### config.mk
export PLATFORM = sky130hd
export DESIGN_NAME = memCtrl
export DESIGN_NICKNAME = d
export VERILOG_FILES = /design/src/memPkg.sv /design/src/byteCounter.sv /design/src/loadAssembler.sv /design/src/memArbiter.sv /design/src/memCtrl.sv /design/src/memPortDriver.sv
export SDC_FILE = /design/constraint.sdc
export NUM_CORES = 1
export LEC_CHECK = 0
export BUFFER_PORTS_ARGS = -buffer_cell sky130_fd_sc_hd__buf_2
export CORE_UTILIZATION = 47
export CTS_CLUSTER_DIAMETER = 200
export DETAILED_ROUTE_END_ITERATION = 10
export PLACE_DENSITY = 0.93
export SLEW_MARGIN = 10
export SYNTH_ARGS = -nofsm -noshare
export SYNTH_HDL_FRONTEND = slang
export SYNTH_HIERARCHICAL = 1
export SYNTH_SLANG_ARGS = --single-unit
### constraint.sdc
create_clock -name clk -period 4.41 [get_ports clk]
set_input_delay 1.1025 -clock clk [delete_from_list [all_inputs] [get_ports clk]]
set_output_delay 1.1025 -clock clk [all_outputs]
set_load 0.01 [all_outputs]
### src/memPkg.sv
`default_nettype none

package memPkg;

    // width of a load, store or instruction word
    localparam int DataWidth = 32;

    // arbiter state
    typedef enum logic [1:0] {
        stIdle  = 2'd0,
        stFetch = 2'd1,
        stLoad  = 2'd2,
        stStore = 2'd3
    } memState;

    // requester that currently owns the RAM
    typedef enum logic [1:0] {
        ownNone  = 2'd0,
        ownData  = 2'd1,
        ownFetch = 2'd2
    } memOwner;

    // access length in bytes, compared directly with the byte index
    typedef enum logic [2:0] {
        lenByte = 3'd1,
        lenHalf = 3'd2,
        lenWord = 3'd4
    } memLen;

endpackage

`default_nettype wire

### src/byteCounter.sv
`timescale 1ns/1ns
`default_nettype none

module byteCounter (
    input  logic        clk,
    input  logic        rst,
    input  logic        clear,
    input  logic        advance,
    output logic [2:0]  byteIndex
);

    // highest index any transaction reaches
    localparam logic [2:0] MaxIndex = 3'd4;

    logic atMax;

    assign atMax = byteIndex == MaxIndex;

    always_ff @(posedge clk) begin
        if (rst) begin
            byteIndex <= 3'd0;
        end else if (clear) begin
            byteIndex <= 3'd0;
        end else if (advance && !atMax) begin
            byteIndex <= byteIndex + 3'd1;
        end
    end

endmodule

`default_nettype wire

### src/loadAssembler.sv
`timescale 1ns/1ns
`default_nettype none

module loadAssembler (
    input  logic                          clk,
    input  logic                          rst,
    input  logic                          clear,
    input  logic                          capture,
    input  logic [2:0]                    byteIndex,
    input  logic [7:0]                    memDin,
    output logic [memPkg::DataWidth-1:0]  word
);

    logic [memPkg::DataWidth-1:0] buffer;
    logic [1:0]                   lane;
    logic [2:0]                   prevIndex;

    // read data lags the address by one byte cycle
    assign prevIndex = byteIndex - 3'd1;
    assign lane      = prevIndex[1:0];

    always_ff @(posedge clk) begin
        if (rst || clear) begin
            buffer <= '0;
        end else if (capture) begin
            buffer[{lane, 3'b000} +: 8] <= memDin;
        end
    end

    // last byte goes straight through in the done cycle;
    // untouched lanes stay zero, which zero-extends short loads
    always_comb begin
        word = buffer;
        if (capture) begin
            word[{lane, 3'b000} +: 8] = memDin;
        end
    end

endmodule

`default_nettype wire

### src/memArbiter.sv
`timescale 1ns/1ns
`default_nettype none

module memArbiter (
    input  logic              clk,
    input  logic              rst,
    input  logic              rdy,
    input  logic              ioBufferFull,
    input  logic              fetchEn,
    input  logic              dataEn,
    input  logic              dataStore,
    input  memPkg::memLen     dataLen,
    input  logic [2:0]        byteIndex,
    output memPkg::memState   state,
    output logic              advance,
    output logic              clear,
    output logic              capture,
    output logic              memWe,
    output logic              fetchDone,
    output logic              dataDone,
    output memPkg::memOwner   busyOwner
);

    logic              stall;
    logic              busy;
    logic              isRead;
    logic              atEnd;
    logic              lastLive;
    memPkg::memLen     curLen;
    memPkg::memState   nextState;

    assign stall  = !rdy || ioBufferFull;
    assign busy   = state != memPkg::stIdle;
    assign isRead = (state == memPkg::stLoad) || (state == memPkg::stFetch);

    // fetches are always a full word
    assign curLen = (state == memPkg::stFetch) ? memPkg::lenWord : dataLen;
    assign atEnd  = busy && (byteIndex == curLen);

    always_comb begin
        nextState = state;
        case (state)
            memPkg::stIdle: begin
                // data unit has priority
                if (dataEn) begin
                    nextState = dataStore ? memPkg::stStore : memPkg::stLoad;
                end else if (fetchEn) begin
                    nextState = memPkg::stFetch;
                end
            end
            default: begin
                if (atEnd) begin
                    nextState = memPkg::stIdle;
                end
            end
        endcase
    end

    always_ff @(posedge clk) begin
        if (rst) begin
            state    <= memPkg::stIdle;
            lastLive <= 1'b0;
        end else begin
            lastLive <= !stall;
            if (!stall) begin
                state <= nextState;
            end
        end
    end

    assign advance = busy && !atEnd && !stall;
    assign clear   = !stall && (!busy || atEnd);

    // memDin holds the byte of the last live cycle, even if this cycle stalls.
    // After a stall it holds a reissued read, which is not taken.
    assign capture = isRead && (byteIndex != 3'd0) && lastLive;

    assign memWe = (state == memPkg::stStore) && !atEnd && !stall;

    assign fetchDone = (state == memPkg::stFetch) && atEnd && !stall;
    assign dataDone  = ((state == memPkg::stLoad) || (state == memPkg::stStore))
                       && atEnd && !stall;

    always_comb begin
        case (state)
            memPkg::stFetch: busyOwner = memPkg::ownFetch;
            memPkg::stLoad:  busyOwner = memPkg::ownData;
            memPkg::stStore: busyOwner = memPkg::ownData;
            default:         busyOwner = memPkg::ownNone;
        endcase
    end

endmodule

`default_nettype wire

### src/memCtrl.sv
`timescale 1ns/1ns
`default_nettype none

module memCtrl #(
    parameter int AddrWidth = 32
) (
    input  logic                          clk,
    input  logic                          rst,
    input  logic                          rdy,
    input  logic                          ioBufferFull,

    // instruction fetch
    input  logic                          fetchEn,
    input  logic [AddrWidth-1:0]          fetchAddr,
    output logic                          fetchDone,
    output logic [memPkg::DataWidth-1:0]  fetchInst,

    // data unit
    input  logic                          dataEn,
    input  logic                          dataStore,
    input  memPkg::memLen                 dataLen,
    input  logic [AddrWidth-1:0]          dataAddr,
    input  logic [memPkg::DataWidth-1:0]  storeData,
    output logic                          dataDone,
    output logic [memPkg::DataWidth-1:0]  loadData,

    output memPkg::memOwner               busyOwner,

    // byte-wide RAM
    input  logic [7:0]                    memDin,
    output logic [AddrWidth-1:0]          memAddr,
    output logic [7:0]                    memDout,
    output logic                          memWe
);

    memPkg::memState                state;
    logic [2:0]                     byteIndex;
    logic                           advance;
    logic                           clear;
    logic                           capture;
    logic [memPkg::DataWidth-1:0]   word;

    memArbiter memArbiter_i (
        .clk          (clk),
        .rst          (rst),
        .rdy          (rdy),
        .ioBufferFull (ioBufferFull),
        .fetchEn      (fetchEn),
        .dataEn       (dataEn),
        .dataStore    (dataStore),
        .dataLen      (dataLen),
        .byteIndex    (byteIndex),
        .state        (state),
        .advance      (advance),
        .clear        (clear),
        .capture      (capture),
        .memWe        (memWe),
        .fetchDone    (fetchDone),
        .dataDone     (dataDone),
        .busyOwner    (busyOwner)
    );

    byteCounter byteCounter_i (
        .clk       (clk),
        .rst       (rst),
        .clear     (clear),
        .advance   (advance),
        .byteIndex (byteIndex)
    );

    loadAssembler loadAssembler_i (
        .clk       (clk),
        .rst       (rst),
        .clear     (clear),
        .capture   (capture),
        .byteIndex (byteIndex),
        .memDin    (memDin),
        .word      (word)
    );

    memPortDriver #(
        .AddrWidth (AddrWidth)
    ) memPortDriver_i (
        .state     (state),
        .byteIndex (byteIndex),
        .fetchAddr (fetchAddr),
        .dataAddr  (dataAddr),
        .storeData (storeData),
        .memAddr   (memAddr),
        .memDout   (memDout)
    );

    // word is only meaningful in the done cycle
    assign fetchInst = fetchDone ? word : '0;
    assign loadData  = dataDone ? word : '0;

endmodule

`default_nettype wire

### src/memPortDriver.sv
`timescale 1ns/1ns
`default_nettype none

module memPortDriver #(
    parameter int AddrWidth = 32
) (
    input  memPkg::memState               state,
    input  logic [2:0]                    byteIndex,
    input  logic [AddrWidth-1:0]          fetchAddr,
    input  logic [AddrWidth-1:0]          dataAddr,
    input  logic [memPkg::DataWidth-1:0]  storeData,
    output logic [AddrWidth-1:0]          memAddr,
    output logic [7:0]                    memDout
);

    logic                 isData;
    logic                 isStore;
    logic [AddrWidth-1:0] baseAddr;
    logic [AddrWidth-1:0] offset;

    assign isData  = (state == memPkg::stLoad) || (state == memPkg::stStore);
    assign isStore = state == memPkg::stStore;

    // idle also points at the fetch address
    assign baseAddr = isData ? dataAddr : fetchAddr;
    assign offset   = AddrWidth'(byteIndex);
    assign memAddr  = baseAddr + offset;

    // little-endian store lanes; index 4 never writes
    always_comb begin
        if (isStore) begin
            memDout = storeData[{byteIndex[1:0], 3'b000} +: 8];
        end else begin
            memDout = 8'h00;
        end
    end

endmodule

`default_nettype wire

# == Word-level counts from Yosys, hierarchy flattened ==
# Index checks and enable logic that the tools add are counted.
# totals
regBits,38
input_bits,114
word_cells,61
output_inout_bits,109
# classes
addsub,4
shift,3
n_reduce_logical,30
n_eq_ne,6
muxes,13
n_bitwise,1
# op_table
cell,count
2-to-1 mux 32 bit,4
adder 32 x 3 -> 32 bit,1
bitwise mux 32 bit,1
variable shift 8 x 7 -> 32 bit (first input constant),1
variable part select 32 x 6 -> 8 bit,1
variable part select 8 x 7 -> 32 bit,1
logical AND 1 bit,13
2-to-1 mux 2 bit,4
2-to-1 mux 8 bit,1
negator 5 -> 7 bit,1
zero test 1 bit,5
logical OR 1 bit,5
== test 2 bit (second input constant),2
case mux 2 bit (2 select lines),1
nonzero test 2 bit,2
OR reduction 2 bit,2
adder 3 x 1 -> 3 bit (second input constant),1
== test 3 bit,1
== test 3 bit (second input constant),1
2-to-1 mux 3 bit,1
inequality test 3 bit (second input constant),1
AND reduction 3 bit,1
nonzero test 3 bit,1
== test 2 x 1 -> 1 bit (second input constant),1
4 further kinds,4

# == Depth between registers and ports, before layout ==
# Gate-level depths: netlist of run 1.
# depth
ltp_word,8
mapped_depth,14
mapped_depth_nobuf,9

# == Cells and area by module ==
# Netlist of run 1, hierarchy kept.
# modules_own_cells
mod,seq_area_each_um2,cells_each,instances,area_each_um2
memPortDriver,0.0,209,1,1717.9
loadAssembler,640.6,155,1,1463.9
memCtrl,0.0,70,1,462.9
memArbiter,60.1,55,1,422.9
byteCounter,60.1,17,1,188.9

# == Worst setup path before layout of run 1 ==
# No wires, ideal clock.
# synth_path
path_type,register to output
start,reg memArbiter_i.state[1]
end,out memAddr[14]
t_required_ns,3.308
stages_incl_launch_ff,15
t_arrival_ns,3.195
path_slack_ns,0.112
path_buffers,5
path_cell_list,dfxtp_1 > buf_6 > buf_4 > buf_2 > buf_2 > mux2_2 > ha_1 > inv_1 > fa_1 > nand2b_1 > a211oi_2 > buf_4 > nand4b_1 > xor2_1 > mux2i_1
# synth_between
elab_chain_len,4
elab_cells_between_ends,5
classes_between,1 x add/sub; 2 x eq/ne; 1 x mux; 1 x reduce/logical
# synth_lines
element,line,text
"start, declared",memArbiter.sv:14,"output memPkg::memState state,"
"start signal, assigned",memArbiter.sv:61,state <= memPkg::stIdle;
"start signal, assigned",memArbiter.sv:66,state <= nextState;
== test 2 bit,memPortDriver.sv:21,assign isData = (state == memPkg::stLoad) || (state == memPkg::stStore);
logical OR 1 bit *,memPortDriver.sv:21,
2-to-1 mux 32 bit *,memPortDriver.sv:25,assign baseAddr = isData ? dataAddr : fetchAddr;
adder 32 x 3 -> 32 bit *,memPortDriver.sv:27,assign memAddr = baseAddr + offset;
"end, declared",memCtrl.sv:31,"output logic [AddrWidth-1:0] memAddr,"
# Mark *: on every way between the ends. The rest lies on a longest branch, timed or not.

# == Final worst setup path of run 1 ==
# layout_path
start,in fetchAddr[2]
end,out memAddr[31]
# layout_between
elab_chain_len,2
# layout_lines
element,line,text
"start, declared",memCtrl.sv:14,"input logic [AddrWidth-1:0] fetchAddr,"
2-to-1 mux 32 bit,memPortDriver.sv:25,
adder 32 x 3 -> 32 bit,memPortDriver.sv:27,
# Every way passes these cells.

==> key figures, run 1 <==
Hold path
  • Worst Hold Launch: loadAssembler_i/buffer[19]$_SDFF_PP0_
  • Hold Path Stages: 2
  • Hold-critical path endpoint: loadAssembler_i/buffer[19]$_SDFF_PP0_
  • Worst min-delay path class: reg2reg

Drt
  • Via density: 5.62
  • DR vias: 4678
  • Initial DRC count: 252
  • Final wirelength: 12.7 mm
  • Routed wire per std cell: 15.3 µm
  • # DRC: 0
  • First-pass DRT Iterations: 5
  • Detail Route Antenna Nets: 0

STA
  • Worst slew margin: 60.9%
  • Total negative slack: 0 ns
  • Crit share post-route: 96.2%
  • Slew Viols, Final: 0
  • Clk_skew: 0.00830 ns
  • FMAX: 0.236 GHz
  • Final WS setup: 0.169 ns
  • Hold Violations, Final: 0
  • RSZ-0062 raised after global routing: no
  • Crit path time final: 4.24 ns
  • Measured slew at the worst slew-check pin: 0.580 ns
  • Setup Viol. Count Final: 0

Layout
  • Register area: 762 µm²
  • Fillcell total: 742
  • Fin util: 63.7%
  • Design Area, Final: 5590 µm²
  • Share of post-route cells with drive strength above 1: 44.1%
  • Multi-input logic area: 3300 µm²
  • Area delta synth->final: 31.2%
  • Nets: 849

Critical path
  • R2R Path Start: memArbiter_i/state[1]$_SDFFE_PP0P_
  • Worst reg2reg path depth: 7
  • Critical-path top delay cell: ha_1
  • CP most frequent cell: buf_2
  • CP Cell Sequence: buf_2 > mux2_2 > ha_1 > a21oi_1 > a22oi_4 > nand3_4 > nor4_2 > xnor2_1 > buf_2
  • Startpoint Class: input port
  • WS Path Type: in2out
  • R2R setup slack: 1.56 ns
  • Crit path DAT: 3.14 ns
  • Reg2reg end: loadAssembler_i/buffer[23]$_SDFF_PP0_
  • Critical Path Fanout Max: 8
  • WP data required: 3.31 ns
  • Max incr delay on CP: 0.40 ns
  • Nature of the critical path endpoint: output port

Outcome
  • Outcome: complete, no violations

Floorplan
  • Area of the core: 8760 µm²
  • Total die area: 9440 µm²
  • Rows: 34
  • I/O pin cnt: 223
  • Die height: 97.2 µm
  • Initial core utilization: 48.6%
  • Die X-Extent: 97.2 µm

Clock network
  • TritonCTS buffer count: 5
  • Clock sink count: 38
  • Root buffer cell: clkbuf_8
  • H-tree depth reported by CTS: 2
  • # hold bufs at CTS: 0
  • Worst-path clk slew: 0.07 ns
  • Clock latency on the worst-skew pair: 0.29 ns
  • Clock Path Buffers: 2
  • CTS tree: done

Synthesis
  • FF+latch count, synth: 38
  • Post-synthesis mux area share: 11.0%
  • Mean Syn Cell Area: 8.41 µm²
  • Compound-cell area share of the yosys netlist: 15.0%
  • Prevailing post-synth register cell: dfxtp_1
  • Syn Nets: 635
  • Synth Instances: 506
  • Register area share after synthesis: 17.9%
  • Synth area leader: dfxtp_1
  • Largest family of logic cells by synthesized area: simple AND/OR/NAND/NOR gates
  • Top cells by area, synth: dfxtp_1 18%, and2_1 5.6%, and2_2 4.6%
  • Synth top area share: 17.9%
  • Area share of and/or/nand/nor cells after synthesis: 38.0%
  • Fraction of registers with async set/reset: 0%
  • Synth Area in XOR/XNOR: 7.82%
  • Synth unique cells: 63
  • Synth Cell Area: 4260 µm²
  • Post-synth EDFFs: 0
  • Post-Synth Adder-Cell Area: 4.59%
  • Yosys warning total: 6

Global route
  • Initial antenna violation count: 3
  • First-pass GRT wire length: 20.3 mm
  • Largest net degree at the start of global routing: 53
  • Grt total ovfl: 0
  • Vias in the first global route: 4192
  • Tot GR Track Use: 25.9%

Pwr
  • Pleak: 2.67 nW
  • Power share of the sequential group: 41.2%
  • Worst vdd ir: 0.000110 V
  • Sw Pwr: 0.000260 W
  • Clock power frac: 28.3%
  • Pwr per Cell Area: 152 nW/µm²
  • Sw Share: 30.7%
  • Gate power share: 30.5%
  • Internal Power: 0.000588 W

Placement
  • Hpwl dp: 10.2 mm
  • Post-place setup slack: 0.0487 ns
  • Final Wtd Congestion: 0.944
  • Port bufs: 222
  • Dpl cell area: 5430 µm²

Flow run
  • Maxcap violations: 0
critical path: cells and delay by family:
| kind | cells | cell delay (ns) |
|---|---|---|
| buffers and inverters | 2 | 0.25 |
| AND/OR/NAND/NOR | 2 | 0.52 |
| AO/OA/AOI/OAI | 2 | 0.44 |
| multiplexers | 1 | 0.26 |
| adder cells (fa/ha/maj) | 1 | 0.40 |
| XOR/XNOR | 1 | 0.16 |
layout by cell type, fill, tap and decap left out, types with 16 or more instances in the layout:
cell and count:
mux2i_1 19, dfxtp_1 37, nand2_1 32, a21oi_1 18
xnor2_1 22, nor2b_1 26, nand3_1 24, buf_2 222
inv_1 22, and2_2 26, nor2_1 18, and2_1 38
and3_1 24, xor2_1 16
registers in the layout, summed over array words and instances (netlist names):
signal / count
memArbiter_i/state: 2
loadAssembler_i/buffer: 32
byteCounter_i/byteIndex: 3
memArbiter_i/lastLive: 1
power by group through the flow:
| stage | combinational (W) | sequential, W | clock [W] |
|---|---|---|---|
| 3_3_place_gp | 0.000249 | 0.000357 | 0 |
| 5_1_grt | 0.000279 | 0.000350 | 0.000260 |
| 4_1_cts | 0.000255 | 0.000349 | 0.000244 |
| 3_5_place_dp | 0.000254 | 0.000357 | 0 |
| 6_report | 0.000259 | 0.000349 | 0.000240 |
| 2_1_floorplan | 0.000139 | 0.000355 | 0 |
Yosys cell counts (2+ instances only):
cell type	number
ha_1	14
clkbuf_2	6
o21ai_0	6
dfxtp_1	38
and2b_1	5
xor2_1	16
nor2_1	19
mux2_2	6
nor4_1	2
nor2b_1	26
and2_2	26
o2bb2ai_1	8
mux2i_1	19
nand3_2	3
a22o_1	14
nand2_2	2
a22oi_4	2
a21oi_1	18
a32oi_1	9
and3_1	24
clkbuf_1	5
mux4_2	8
buf_4	6
inv_1	22
nand4_1	12
mux2_4	2
nor3_1	11
nand3b_4	2
xnor2_1	22
nand3_4	2
a32o_1	8
nor4_2	4
nand2_1	32
a2111oi_0	2
nand3_1	24
nand2b_1	3
buf_6	2
buf_2	8
nand4b_1	2
a31oi_1	3
and2_1	38
nor3b_1	4
per-layer routing:
layer	up-vias	global-route usage, %	share of wire (%)
li1	2258	-	-
met1	2163	32.4	41
met2	226	45.6	51
met3	31	3.24	5.6
met4	0	9.18	2.6
met5	-	0	0
per-stage QoR:
stage / hold WS, ns / power, W / cells
after global routing: 0.487 / 0.000888 / 832
final: 0.463 / 0.000848 / 832
after global placement: 0.447 / 0.000606 / 818
after floorplan: 0.440 / 0.000495 / 506
after detailed placement: 0.454 / 0.000611 / 818
after CTS: 0.464 / 0.000848 / 826
kinds of logic after synthesis:
kind of cell | after synthesis
buffers and inverters | 50
adders and majority gates | 15
and+or+nand+nor | 253
DFF | 38
muxes | 35
xor gates and xnor gates | 38
AOI/OAI and AO/OA | 77
final cells by class:
type                    instances  share of cell area (%)
well taps                     108                    2.42
clock inverters                 1                  0.0896
repair buffers                235                    21.7
multi-input cells             418                    59.0
diodes                          3                   0.134
flip-flops and latches         38                    13.6
clock buffers                   7                    1.55
inverters                      22                    1.48
worst max path at each step:
| stage | from | endpoint | slack, ns | depth (start not counted) |
|---|---|---|---|---|
| final | fetchAddr[2] | memAddr[31] | 0.17 | 9 |
| after global placement | fetchAddr[0] | memAddr[14] | 0.1 | 12 |
| after floorplan | memArbiter_i/state[1]$_SDFFE_PP0P_ | memAddr[14] | 0.11 | 14 |
| after detailed placement | fetchAddr[0] | memAddr[16] | 0.05 | 12 |
| after global routing | fetchAddr[0] | memAddr[16] | 0.03 | 12 |
| after CTS | fetchAddr[0] | memAddr[16] | 0.04 | 12 |
timing repair:
item | in CTS | in global routing
buffers inserted | 0 | 3
endpoints found under the setup margin | 0 | 7
resized for setup | 0 | 7
Note: power is estimated with default switching activity, not from simulation.
==> run 2, diff against run 1 <==
- BUFFER_PORTS_ARGS: -buffer_cell sky130_fd_sc_hd__buf_2 -> unset
- CORE_UTILIZATION: 47 -> 60
- DONT_BUFFER_PORTS: unset -> 1
- PLACE_DENSITY: 0.93 -> 0.86
- SLEW_MARGIN: 10 -> unset
==> run 2 against run 1 <==
Net effect: core utilization increased by 1.5 points; global-route usage increased by 1.4 points; register-to-register slack improved by 0.05 ns; cell count decreased by 29%.
==> key figures, run 2 (synthesis results as in run 1) <==
Critical path
  • Worst reg2reg path depth: 7 (unchanged)
  • Max incr delay on CP: 0.40 ns (about the same)
  • Critical-path top delay cell: fa_1 (was ha_1)
  • CP Cell Sequence: mux2_2 > ha_1 > inv_1 > fa_1 > nand2b_1 > a211oi_2 > buf_6 > nand3_4 > nor3_1 > xnor2_1 (was buf_2 > mux2_2 > ha_1 > a21oi_1 > a22oi_4 > nand3_4 > nor4_2 > xnor2_1 > buf_2)
  • Nature of the critical path endpoint: output port (unchanged)
  • Startpoint Class: input port (unchanged)
  • Crit path DAT: 3.14 ns (about the same)
  • Critical Path Fanout Max: 13 (was 8)
  • WP data required: 3.31 ns (about the same)
  • WS Path Type: in2out (unchanged)

Placement
  • Hpwl dp: 8.49 mm (was 10.2 mm)
  • Post-place setup slack: 0.138 ns (was 0.0487 ns)
  • Port bufs: 0 (was 222)
  • Dpl cell area: 4290 µm² (was 5430 µm²)
  • Final Wtd Congestion: 0.915 (was 0.944)

Clock network
  • Clock latency on the worst-skew pair: 0.29 ns (about the same)
  • Clock sink count: 38 (unchanged)
  • Root buffer cell: clkbuf_8 (unchanged)
  • # Post-CTS Setup Buffers: 0 (unchanged)
  • H-tree depth reported by CTS: 2 (unchanged)
  • CTS tree: done (unchanged)
  • Worst-path clk slew: 0.07 ns (about the same)
  • Clock Path Buffers: 2 (unchanged)
  • TritonCTS buffer count: 5 (unchanged)

STA
  • Clk_skew: 0.0101 ns (was 0.00830 ns)
  • Hold WS: 0.467 ns (was 0.463 ns)
  • Crit path time final: 4.24 ns (about the same)
  • RSZ-0062 raised after global routing: no (unchanged)
  • FMAX: 0.236 GHz (about the same)
  • Crit share post-route: 96.2% (about the same)
  • Hold Violations, Final: 0 (unchanged)
  • Slew Viols, Final: 0 (unchanged)
  • Total negative slack: 0 ns (unchanged)
  • Measured slew at the worst slew-check pin: 0.737 ns (was 0.580 ns)
  • Worst slew margin: 50.9% (was 60.9%)
  • Final WS setup: 0.168 ns (was 0.169 ns)
  • Setup Viol. Count Final: 0 (unchanged)

Drt
  • First-pass DRT Iterations: 5 (unchanged)
  • Initial DRC count: 192 (was 252)
  • Detail Route Antenna Nets: 0 (unchanged)
  • DR vias: 3793 (was 4678)
  • Routed wire per std cell: 19.0 µm (was 15.3 µm)
  • Via density: 6.42 (was 5.62)
  • # DRC: 0 (unchanged)
  • Final wirelength: 11.2 mm (was 12.7 mm)

Global route
  • GRT busiest layer: met2 (unchanged)
  • Initial antenna violation count: 0 (was 3)
  • First-pass GRT wire length: 16.4 mm (was 20.3 mm)
  • Vias in the first global route: 3447 (was 4192)
  • Grt met1 use: 33.9% (was 32.4%)
  • Largest net degree at the start of global routing: 67 (was 53)
  • Grt total ovfl: 0 (unchanged)
  • Met2 Usage GRT: 47.5% (was 45.6%)
  • Routing usage on met3: 6.57% (was 3.24%)
  • Tot GR Track Use: 27.4% (was 25.9%)

Floorplan
  • Die X-Extent: 86.2 µm (was 97.2 µm)
  • Area of the core: 6830 µm² (was 8760 µm²)
  • Total die area: 7430 µm² (was 9440 µm²)
  • Initial core utilization: 62.3% (was 48.6%)
  • I/O pin cnt: 223 (unchanged)
  • Die height: 86.2 µm (was 97.2 µm)
  • Rows: 30 (was 34)

Pwr
  • Pleak: 1.65 nW (was 2.67 nW)
  • Worst vdd ir: 0.000145 V (was 0.000110 V)
  • Overall Power: 0.000871 W (was 0.000848 W)
  • Pwr per Cell Area: 195 nW/µm² (was 152 nW/µm²)

Hold path
  • Worst min-delay path class: reg2reg (unchanged)
  • Hold Path Stages: 2 (unchanged)

Layout
  • Share of post-route cells with drive strength above 1: 18.4% (was 44.1%)
  • Ant diodes: 0 (was 3)
  • Most frequent cells in the layout: 38 x and2_1, 37 x dfxtp_1, 32 x nand2_1, 26 x and2_2, 26 x nor2b_1 (was 222 x buf_2, 38 x and2_1, 37 x dfxtp_1, 32 x nand2_1)
  • Register area: 762 µm² (unchanged)
  • Multi-input logic area: 3280 µm² (was 3300 µm²)
  • Area delta synth->final: 4.64% (was 31.2%)
  • Design Area, Final: 4450 µm² (was 5590 µm²)
  • Largest register FFs: 32 (unchanged)
  • Most common cell after layout, fill and taps aside: and2_1 (was buf_2)
  • Largest reg by FF count: loadAssembler_i/buffer (unchanged)
  • Fillcell total: 597 (was 742)
  • Top flop regs: loadAssembler_i/buffer x32, byteCounter_i/byteIndex x3, memArbiter_i/state x2 (unchanged)
  • Nets: 623 (was 849)

Outcome
  • Outcome: complete, no violations (unchanged)

Flow run
  • Maxcap violations: 0 (unchanged)
==> run 2: cell types whose count changed in the layout (fill, tap and decap cells not counted), sizes merged <==
cell,before,now
buf,235,9
bufinv,0,2
clkbuf,7,5
diode,3,0
==> run 2: path summary, 6_finish.rpt <==
kind,slack [ns],startpoint,to
max reg2reg,1.61,memArbiter_i/state[1]$_SDFFE_PP0P_,loadAssembler_i/buffer[22]$_SDFF_PP0_
min reg2reg,0.47,loadAssembler_i/buffer[16]$_SDFF_PP0_,loadAssembler_i/buffer[16]$_SDFF_PP0_
min,0.47,loadAssembler_i/buffer[16]$_SDFF_PP0_,loadAssembler_i/buffer[16]$_SDFF_PP0_
max,0.17,dataAddr[0],memAddr[28]
==> run 2: metrics by stage <==
step	utilization (%)	cells
finish	65.2	591
global route	65.2	591
CTS	64.8	591
detailed placement	62.8	583
global placement	62.8	583
floorplan	-	506
==> run 2: report_power, final <==
part,internal (W),switching (W),leakage (nW)
registers,0.000344,0.00000394,0.307
clock network,0.000227,0.000133,0.0683
logic,0.0000665,0.0000961,1.28
==> run 2: repair_timing <==
action	in CTS	in global routing
resized for setup	0	4
hold buffers	0	0
setup endpoints to repair	0	2
==> run 2: layout make-up <==
type                    count  share of cell area [%]
inverters                  22                    1.85
repair buffers              9                    1.60
well taps                  96                    2.70
clock inverters             3                    1.54
flip-flops and latches     38                    17.1
multi-input cells         418                    73.7
clock buffers               5                    1.54
==> run 2: routing by layer <==
layer	wire length, µm	part of all wire (%)	up-vias
li1	-	-	1797
met1	4510	40	1781
met3	897	8.0	18
met4	136	1.2	0
met2	5690	51	197
met5	0	0	-
==> run 2: worst max-delay path: cells and delay by family <==
kind / cells / cell delay [ns]
mux: 1 / 0.15
buf+inv: 2 / 0.25
simple gates: 3 / 0.59
xor+xnor: 1 / 0.21
fa+ha+maj: 2 / 0.57
compound gates: 1 / 0.26
